$ cat src/hw/riscCore_defs.svh
//**********************************************************
// Reset fetch address and no-operation encoding for the core
//**********************************************************

`ifndef RISCCORE_DEFS_SVH
`define RISCCORE_DEFS_SVH

// First instruction address after reset
`define RESET_PC 32'h0000_0000

// addi x0, x0, 0
// Replaces the instruction in a killed fetch slot
`define NOP_INST 32'h0000_0013

`endif

$ cat src/hw/riscPkg.sv
//**********************************************************
// Shared types for the RV32I core
// Word, register index, opcode, ALU op and writeback select
//**********************************************************

`default_nettype none

package riscPkg;

   typedef logic [31:0] word_t;
   typedef logic [4:0]  regIdx_t;
   typedef logic [3:0]  byteEn_t;

   // Major opcodes of the supported subset
   typedef enum logic [6:0] {
      OpLui    = 7'b0110111,
      OpAuipc  = 7'b0010111,
      OpJal    = 7'b1101111,
      OpJalr   = 7'b1100111,
      OpBranch = 7'b1100011,
      OpLoad   = 7'b0000011,
      OpStore  = 7'b0100011,
      OpImm    = 7'b0010011,
      OpReg    = 7'b0110011
   } opcode_t;

   typedef enum logic [3:0] {
      AluAdd, AluSub, AluSll, AluSlt, AluSltu, AluXor,
      AluSrl, AluSra, AluOr, AluAnd, AluPassB
   } aluOp_t;

   // Source of the register write value
   typedef enum logic [1:0] {
      WbAlu  = 2'd0,
      WbLoad = 2'd1,
      WbLink = 2'd2
   } wbSel_t;

endpackage

`default_nettype wire

$ cat src/hw/alu.sv
//**********************************************************
// Integer ALU with branch condition evaluation
//**********************************************************

`timescale 1ns/1ps
`default_nettype none

module alu
   import riscPkg::*;
(
   input  word_t      a,
   input  word_t      b,
   input  aluOp_t     op,
   input  logic [2:0] funct3,
   output word_t      result,
   output logic       branchTaken
);

   logic [4:0] shamt;
   logic       isEq;
   logic       isLt;
   logic       isLtu;

   assign shamt = b[4:0];
   assign isEq  = (a == b);
   assign isLt  = ($signed(a) < $signed(b));
   assign isLtu = (a < b);

   always_comb
   begin
      case (op)
         AluAdd:   result = a + b;
         AluSub:   result = a - b;
         AluSll:   result = a << shamt;
         AluSlt:   result = {31'd0, isLt};
         AluSltu:  result = {31'd0, isLtu};
         AluXor:   result = a ^ b;
         AluSrl:   result = a >> shamt;
         AluSra:   result = word_t'($signed(a) >>> shamt);
         AluOr:    result = a | b;
         AluAnd:   result = a & b;
         AluPassB: result = b;
         default:  result = '0;
      endcase
   end

   // Condition only, the core decides whether this is a branch
   always_comb
   begin
      case (funct3)
         3'b000:  branchTaken = isEq;
         3'b001:  branchTaken = !isEq;
         3'b100:  branchTaken = isLt;
         3'b101:  branchTaken = !isLt;
         3'b110:  branchTaken = isLtu;
         3'b111:  branchTaken = !isLtu;
         default: branchTaken = 1'b0;
      endcase
   end

endmodule

`default_nettype wire

$ cat src/hw/instDecoder.sv
//**********************************************************
// Instruction decoder with immediate generation
// Produces all execute and writeback controls
//**********************************************************

`timescale 1ns/1ps
`default_nettype none

module instDecoder
   import riscPkg::*;
(
   input  word_t      inst,
   output regIdx_t    rs1,
   output regIdx_t    rs2,
   output regIdx_t    rd,
   output word_t      imm,
   output aluOp_t     aluOp,
   output logic       srcAPc,
   output logic       srcBImm,
   output logic       regWe,
   output logic       isBranch,
   output logic       isJal,
   output logic       isJalr,
   output logic       isLoad,
   output logic       isStore,
   output logic [2:0] memFunct3,
   output wbSel_t     wbSel
);

   opcode_t    opcode;
   logic [2:0] funct3;
   logic       funct7b5;
   word_t      immI;
   word_t      immS;
   word_t      immB;
   word_t      immU;
   word_t      immJ;

   // Register and immediate forms share this mapping
   function automatic aluOp_t arithOp(input logic [2:0] f3, input logic alt);
      case (f3)
         3'b000:  return alt ? AluSub : AluAdd;
         3'b001:  return AluSll;
         3'b010:  return AluSlt;
         3'b011:  return AluSltu;
         3'b100:  return AluXor;
         3'b101:  return alt ? AluSra : AluSrl;
         3'b110:  return AluOr;
         default: return AluAnd;
      endcase
   endfunction

   assign opcode    = opcode_t'(inst[6:0]);
   assign funct3    = inst[14:12];
   assign funct7b5  = inst[30];
   assign rs1       = inst[19:15];
   assign rs2       = inst[24:20];
   assign rd        = inst[11:7];
   assign memFunct3 = funct3;

   assign immI = {{20{inst[31]}}, inst[31:20]};
   assign immS = {{20{inst[31]}}, inst[31:25], inst[11:7]};
   assign immB = {{19{inst[31]}}, inst[31], inst[7], inst[30:25], inst[11:8], 1'b0};
   assign immU = {inst[31:12], 12'd0};
   assign immJ = {{11{inst[31]}}, inst[31], inst[19:12], inst[20], inst[30:21], 1'b0};

   always_comb
   begin
      imm      = immI;
      aluOp    = AluAdd;
      srcAPc   = 1'b0;
      srcBImm  = 1'b0;
      regWe    = 1'b0;
      isBranch = 1'b0;
      isJal    = 1'b0;
      isJalr   = 1'b0;
      isLoad   = 1'b0;
      isStore  = 1'b0;
      wbSel    = WbAlu;
      case (opcode)
         OpLui:
         begin
            imm     = immU;
            aluOp   = AluPassB;
            srcBImm = 1'b1;
            regWe   = 1'b1;
         end
         OpAuipc:
         begin
            imm     = immU;
            srcAPc  = 1'b1;
            srcBImm = 1'b1;
            regWe   = 1'b1;
         end
         OpJal:
         begin
            imm   = immJ;
            isJal = 1'b1;
            regWe = 1'b1;
            wbSel = WbLink;
         end
         OpJalr:
         begin
            srcBImm = 1'b1;
            isJalr  = 1'b1;
            regWe   = 1'b1;
            wbSel   = WbLink;
         end
         OpBranch:
         begin
            imm      = immB;
            isBranch = 1'b1;
         end
         OpLoad:
         begin
            srcBImm = 1'b1;
            isLoad  = 1'b1;
            regWe   = 1'b1;
            wbSel   = WbLoad;
         end
         OpStore:
         begin
            imm     = immS;
            srcBImm = 1'b1;
            isStore = 1'b1;
         end
         OpImm:
         begin
            // Bit 30 selects SRAI only, elsewhere it is immediate
            aluOp   = arithOp(funct3, funct3 == 3'b101 && funct7b5);
            srcBImm = 1'b1;
            regWe   = 1'b1;
         end
         OpReg:
         begin
            aluOp = arithOp(funct3, funct7b5);
            regWe = 1'b1;
         end
         default:
         begin
            regWe = 1'b0;
         end
      endcase
   end

endmodule

`default_nettype wire

$ cat src/hw/loadStoreUnit.sv
//**********************************************************
// Store lane alignment and load extraction with extension
//**********************************************************

`timescale 1ns/1ps
`default_nettype none

module loadStoreUnit
   import riscPkg::*;
(
   input  logic       clk,
   input  logic       rst,
   input  word_t      addr,
   input  word_t      storeData,
   input  logic [2:0] funct3,
   input  logic       isStore,
   input  logic       isLoad,
   output byteEn_t    dataWe,
   output word_t      dataWdata,
   output logic       dataRe,
   input  word_t      dataRdata,
   output word_t      loadResult
);

   byteEn_t    storeMask;
   logic [1:0] offsetWb;
   logic [2:0] funct3Wb;
   logic [7:0] loadByte;
   logic [15:0] loadHalf;

   // Size in funct3[1:0], low address bits pick the lanes
   always_comb
   begin
      case (funct3[1:0])
         2'b00:
         begin
            storeMask = 4'b0001 << addr[1:0];
            dataWdata = {4{storeData[7:0]}};
         end
         2'b01:
         begin
            storeMask = addr[1] ? 4'b1100 : 4'b0011;
            dataWdata = {2{storeData[15:0]}};
         end
         default:
         begin
            storeMask = 4'b1111;
            dataWdata = storeData;
         end
      endcase
   end

   assign dataWe = isStore ? storeMask : 4'b0000;
   assign dataRe = isLoad;

   // Lane select travels with the load into writeback
   always_ff @(posedge clk)
   begin
      if (rst)
      begin
         offsetWb <= 2'd0;
         funct3Wb <= 3'd0;
      end
      else
      begin
         offsetWb <= addr[1:0];
         funct3Wb <= funct3;
      end
   end

   assign loadByte = dataRdata[{offsetWb, 3'b000} +: 8];
   assign loadHalf = offsetWb[1] ? dataRdata[31:16] : dataRdata[15:0];

   always_comb
   begin
      case (funct3Wb)
         3'b000:  loadResult = {{24{loadByte[7]}}, loadByte};
         3'b001:  loadResult = {{16{loadHalf[15]}}, loadHalf};
         3'b100:  loadResult = {24'd0, loadByte};
         3'b101:  loadResult = {16'd0, loadHalf};
         default: loadResult = dataRdata;
      endcase
   end

endmodule

`default_nettype wire

$ cat src/hw/regFile.sv
//**********************************************************
// 32 x 32 register file, two read ports and one write port
//**********************************************************

`timescale 1ns/1ps
`default_nettype none

module regFile
   import riscPkg::*;
(
   input  logic    clk,
   input  logic    we,
   input  regIdx_t ra1,
   input  regIdx_t ra2,
   input  regIdx_t wa,
   input  word_t   wd,
   output word_t   rd1,
   output word_t   rd2
);

   word_t regs [32];

   // Entry 0 is never written
   always_ff @(posedge clk)
   begin
      if (we && wa != 5'd0)
      begin
         regs[wa] <= wd;
      end
   end

   // x0 always reads as zero
   assign rd1 = (ra1 == 5'd0) ? '0 : regs[ra1];
   assign rd2 = (ra2 == 5'd0) ? '0 : regs[ra2];

endmodule

`default_nettype wire

$ cat src/hw/riscCore.sv
//**********************************************************
// Three-stage RV32I core top level
// Fetch, execute and writeback with writeback forwarding
//**********************************************************

`timescale 1ns/1ps
`default_nettype none

`include "riscCore_defs.svh"

module riscCore
   import riscPkg::*;
(
   input  logic    clk,
   input  logic    rst,
   output word_t   instAddr,
   input  word_t   instData,
   output word_t   dataAddr,
   output byteEn_t dataWe,
   output logic    dataRe,
   output word_t   dataWdata,
   input  word_t   dataRdata,
   output logic    retireValid,
   output word_t   retirePc,
   output logic    retireWe,
   output regIdx_t retireRd,
   output word_t   retireData
);

   // Fetch and execute
   word_t      pc;
   word_t      pcEx;
   logic       killEx;
   word_t      instEx;
   regIdx_t    rs1;
   regIdx_t    rs2;
   regIdx_t    rd;
   word_t      imm;
   aluOp_t     aluOp;
   logic       srcAPc;
   logic       srcBImm;
   logic       regWe;
   logic       isBranch;
   logic       isJal;
   logic       isJalr;
   logic       isLoad;
   logic       isStore;
   logic [2:0] funct3Ex;
   wbSel_t     wbSel;
   word_t      rd1;
   word_t      rd2;
   word_t      rs1Val;
   word_t      rs2Val;
   word_t      aluA;
   word_t      aluB;
   word_t      aluResult;
   logic       branchTaken;
   logic       redirect;
   word_t      target;

   // Writeback
   logic       validWb;
   logic       regWeWb;
   word_t      pcWb;
   regIdx_t    rdWb;
   wbSel_t     wbSelWb;
   word_t      aluWb;
   word_t      linkWb;
   word_t      loadResult;
   word_t      wbData;

   assign instAddr = pc;

   always_ff @(posedge clk)
   begin
      if (rst)
      begin
         pc     <= `RESET_PC;
         killEx <= 1'b1;
      end
      else
      begin
         pc     <= redirect ? target : pc + 32'd4;
         killEx <= redirect;
      end
      pcEx <= pc;
   end

   // Slot fetched under a redirect becomes a bubble
   assign instEx = killEx ? `NOP_INST : instData;

   instDecoder decoder (
      .inst(instEx), .rs1(rs1), .rs2(rs2), .rd(rd), .imm(imm),
      .aluOp(aluOp), .srcAPc(srcAPc), .srcBImm(srcBImm), .regWe(regWe),
      .isBranch(isBranch), .isJal(isJal), .isJalr(isJalr),
      .isLoad(isLoad), .isStore(isStore), .memFunct3(funct3Ex), .wbSel(wbSel)
   );

   regFile regs (
      .clk(clk), .we(regWeWb), .ra1(rs1), .ra2(rs2), .wa(rdWb), .wd(wbData),
      .rd1(rd1), .rd2(rd2)
   );

   // Writeback result bypasses the register file, load data included
   assign rs1Val = (regWeWb && rdWb != 5'd0 && rdWb == rs1) ? wbData : rd1;
   assign rs2Val = (regWeWb && rdWb != 5'd0 && rdWb == rs2) ? wbData : rd2;

   assign aluA = srcAPc ? pcEx : rs1Val;
   assign aluB = srcBImm ? imm : rs2Val;

   alu alu (
      .a(aluA), .b(aluB), .op(aluOp), .funct3(funct3Ex),
      .result(aluResult), .branchTaken(branchTaken)
   );

   assign redirect = (isBranch && branchTaken) || isJal || isJalr;
   assign target   = isJalr ? {aluResult[31:1], 1'b0} : pcEx + imm;

   assign dataAddr = {aluResult[31:2], 2'b00};

   loadStoreUnit lsu (
      .clk(clk), .rst(rst), .addr(aluResult), .storeData(rs2Val),
      .funct3(funct3Ex), .isStore(isStore), .isLoad(isLoad),
      .dataWe(dataWe), .dataWdata(dataWdata), .dataRe(dataRe),
      .dataRdata(dataRdata), .loadResult(loadResult)
   );

   always_ff @(posedge clk)
   begin
      if (rst)
      begin
         validWb <= 1'b0;
         regWeWb <= 1'b0;
      end
      else
      begin
         validWb <= !killEx;
         regWeWb <= regWe && !killEx;
      end
      pcWb    <= pcEx;
      rdWb    <= rd;
      wbSelWb <= wbSel;
      aluWb   <= aluResult;
      linkWb  <= pcEx + 32'd4;
   end

   always_comb
   begin
      case (wbSelWb)
         WbLoad:  wbData = loadResult;
         WbLink:  wbData = linkWb;
         default: wbData = aluWb;
      endcase
   end

   assign retireValid = validWb;
   assign retirePc    = pcWb;
   assign retireWe    = regWeWb;
   assign retireRd    = rdWb;
   assign retireData  = wbData;

endmodule

`default_nettype wire

$ cat config.mk
export PLATFORM = sky130hd
export DESIGN_NAME = riscCore
export DESIGN_NICKNAME = d
export VERILOG_FILES = /design/src/hw/riscPkg.sv /design/src/hw/alu.sv /design/src/hw/instDecoder.sv /design/src/hw/loadStoreUnit.sv /design/src/hw/regFile.sv /design/src/hw/riscCore.sv
export VERILOG_INCLUDE_DIRS = /design/src /design/src/hw
export SDC_FILE = /design/constraint.sdc
export NUM_CORES = 2
export LEC_CHECK = 0
export ABC_CLOCK_PERIOD_IN_PS = 11100
export BUFFER_PORTS_ARGS = -buffer_cell sky130_fd_sc_hd__buf_4
export CAP_MARGIN = 20
export CORE_UTILIZATION = 45
export DETAILED_ROUTE_END_ITERATION = 10
export PLACE_DENSITY_LB_ADDON = 0.2
export SLEW_MARGIN = 20
export SYNTH_ARGS = -nofsm -noshare
export SYNTH_HDL_FRONTEND = slang
export SYNTH_SLANG_ARGS = --single-unit
$ cat constraint.sdc
create_clock -name clk -period 11.1 [get_ports clk]
set_input_delay 0.555 -clock clk [delete_from_list [all_inputs] [get_ports clk]]
set_output_delay 0.555 -clock clk [all_outputs]
set_load 0.05 [all_outputs]
==> reports/results.ini <==
[outcome]
status = complete, no violations

[critical_path]
worst_r2r_endpoint = instAddr[30]$_SDFF_PP0_
crit_fanout = 52
worstSetupPathType = reg -> out
required_ps = 10550
reg2reg_depth = 24
start_kind = flip-flop
crit_path_cell_trace = nand2b_4 -> buf_4 -> a211oi_1 -> o21ai_0 -> o2111ai_1 -> a22oi_2 -> o21a_2 -> buf_4 -> inv_2 -> ha_1 -> o21ba_2 -> o21bai_1 -> a211oi_1 -> a21o_1 -> o311a_1 -> nand2_1 -> a21oi_1 -> o21ai_0 -> a221oi_1 -> o2111ai_1 -> a2111o_1 -> buf_4
crit_path_max_incr_delay_ps = 950
r2r_start = killEx$_SDFF_PP1_
cp_slowest_cell = dfxtp_4
crit_path_end_kind = output pin
rrSetupSlack_ps = 1780
cpMostUsedCell = buf_4
arrival_ps = 9650

[synth]
ys_ff_latch = 1197
postSynth.asyncResetShare = 0
avgSynthCellArea_um2 = 10.9
yosysWarnings = 0
syn_area_um2 = 69000
synth_edf_count = 1024
synth_flop_cell = edfxtp_1
ys_seq_area_frac = 0.496
netlist-cell-type-count = 113
synth_cells = 6330

[clocking]
clk_path_buf_depth = 3
cts_tree = yes
root_buffer = clkbuf_16
cts_made_buffers = 134
cts_resized = 0
ctsHoldBuffers = 0
h-tree-depth = 4
clk_latency_ps = 800
cts.sinks = 1197
cts.clk_slew.worst_paths_ps = 60
post-cts-setup-buffer-count = 0

[final_layout]
utilization = 0.513
drive_above_1_share = 0.162
fillers = 13600
nets = 6693
final_area_um2 = 78100
synthToLayoutAreaGrowth_pct = 13.2

[global_route]
grt_antenna_before_repair = 32
grt_overflow = 0
grt_pass1_wl_um = 469000
gr-usage-all-layers = 0.433
grt_pass1_vias = 57100
grt_max_degree = 111

[floorplan]
start_util = 0.453
die-area_um2 = 155000
ios = 238
die_h_um = 393
rows = 143
die_w_um = 393
coreArea_um2 = 152000

[power_and_ir_drop]
p_sw_frac = 0.345
power.internal_uw = 8570
power_frac_seq = 0.407
power_switching_uw = 4520
power_frac_comb = 0.258
clkPwrFrac = 0.334
leakage_uw = 0.0282
irDropWorstVdd_uv = 196
p_per_area_nw_per_um2 = 168

[timing]
period_share = 0.920
fin_skew_ps = 66.8
rsz0062_at_grt = false
fmax_mhz = 98.0
finalSetupViolCount = 0
worstMarginPinSlew_ps = 1290
drv_slew = 0
layout_min_cycle_time_ps = 10210
setup_tns_ps = 0
finalHoldViolations = 0
maxSlewHeadroom = 0.136

[detailed_routing]
postRouteAntennaNets = 0
detail_route.vias_per_cell = 7.21
initialDrtViolationCount = 10700
routed-via-count = 62300
wl_per_cell_um = 40.2
drt_first_pass_iters = 7
wl_um = 347000
drc = 0

[job]
max_cap_viol_count = 0

[placed_design]
place_hpwl_um = 231000
routabilityCongestion = 1.06
dpl_cell_area_um2 = 73800
io_buffer_count = 235

[hold_path]
worst_hold_path_type = in -> reg
min_from = instData[7]
worstHoldEndpoint = retireRd[0]$_DFF_P_
worstHoldPathCells = 2

Yosys cell counts, types with 54 or more instances:
master / n / area share
edfxtp_1: 1024 / 0.45
buf_4: 63 / 0.0069
nor3_1: 115 / 0.0083
nor2_1: 428 / 0.023
clkbuf_1: 238 / 0.013
mux4_2: 96 / 0.031
buf_2: 174 / 0.013
a221oi_1: 65 / 0.0083
xnor2_1: 73 / 0.0093
mux2i_1: 524 / 0.076
a22oi_1: 56 / 0.0061
a21oi_1: 360 / 0.026
mux2_2: 92 / 0.015
a211oi_1: 185 / 0.020
inv_1: 150 / 0.0082
o22ai_1: 147 / 0.013
o21ai_0: 237 / 0.017
nor2b_1: 135 / 0.012
nand2_1: 569 / 0.031
o221ai_1: 64 / 0.0081
nand3_1: 105 / 0.0076
a31oi_1: 135 / 0.012
dfxtp_1: 173 / 0.050
ha_1: 134 / 0.024
o211ai_1: 63 / 0.0069
a21o_1: 54 / 0.0059
power groups by stage:
stage	Sequential (uW)	Clock [uW]	Combinational (uW)
after global placement	5420	0	3210
after CTS	5330	4380	3220
after global routing	5330	4540	3420
after floorplan	5420	0	1800
after detailed placement	5420	0	3210
final	5330	4380	3380
placed cells by master, fill, tap and decap left out, types with 104 or more instances in the layout:
cell       netlist  routed
a31oi_1        135     129
nor2b_1        135     127
clkbuf_16        0     139
mux2i_1        524     524
inv_1          150     147
dfxtp_1        173     172
nor3_1         115     107
o22ai_1        147     147
a21oi_1        360     358
a211oi_1       185     183
nand3_1        105     104
ha_1           134     134
o21ai_0        237     233
nand2_1        569     568
edfxtp_1      1024    1024
nor2_1         428     398
buf_4           63     496
cell type report:
class                      count  area [um^2]  share of cell area
sequential                  1197        34200               0.438
multi-input combinational   4480        32400               0.415
timing repair buffer         514         4060              0.0520
clock buffer                 174         3630              0.0465
tap                         2030         2540              0.0325
inverter                     163          612             0.00784
clock inverter                63          581             0.00744
antenna                       16         40.0            0.000513
how the worst max path moves through the flow:
stage                          startpoint      endpoint  slack, ps  cells past startpoint
2_1_floorplan  lsu.funct3Wb[0]$_SDFF_PP0_  dataAddr[28]       2910                     23
3_3_place_gp            killEx$_SDFF_PP1_  dataAddr[21]       2020                     23
3_5_place_dp                 instData[20]  dataAddr[31]       2100                     23
4_1_cts                 killEx$_SDFF_PP1_  dataAddr[21]       1350                     23
5_1_grt                 killEx$_SDFF_PP1_  dataAddr[31]        850                     23
6_report                killEx$_SDFF_PP1_  dataAddr[21]        890                     22
stage by stage:
step / hold WS [ps] / worst slack, ps / cells / power, uW
5_1_grt: 68.8 / 847 / 8624 / 13300
2_1_floorplan: 349 / 2910 / 6363 / 7220
3_3_place_gp: 381 / 2020 / 8380 / 8630
3_5_place_dp: 378 / 2100 / 8382 / 8630
6_report: 29.9 / 893 / 8637 / 13100
4_1_cts: 9.79 / 1350 / 8619 / 12900
cell families after synthesis:
group                    synth area share
AND/OR/NAND/NOR                     0.112
other                           0.0000544
multiplexers                        0.124
flip-flops                          0.496
AO/OA/AOI/OAI                       0.184
XOR/XNOR                           0.0135
adder cells (fa/ha/maj)            0.0252
buffers and inverters              0.0451
flip-flops by register name (all words and copies together), names as in the netlist:
| signal | flops |
|---|---|
| lsu.funct3Wb | 3 |
| linkWb | 32 |
| regs.regs | 1024 |
| killEx | 1 |
| pcEx | 32 |
| retirePc | 30 |
| lsu.offsetWb | 2 |
| retireRd | 5 |
| retireWe | 1 |
| retireValid | 1 |
| instAddr | 32 |
| aluWb | 32 |
| wbSelWb | 2 |
layer usage:
metal  GRT usage  up-vias  wire, um
li1            -    24700         -
met1       0.555    30600    124000
met2       0.625     5550    145000
met3       0.120     1412     46300
met4       0.320       18     31400
met5    0.000308        -       123
critical path: cells and delay by family, from the launching register on:
kind / cells / cell delay (ps)
AOI/OAI and AO/OA: 15 / 5050
adders and majority gates: 1 / 210
DFF: 1 / 950
and+or+nand+nor: 2 / 800
buffers and inverters: 4 / 1650
(Power assumes the default switching activity.)
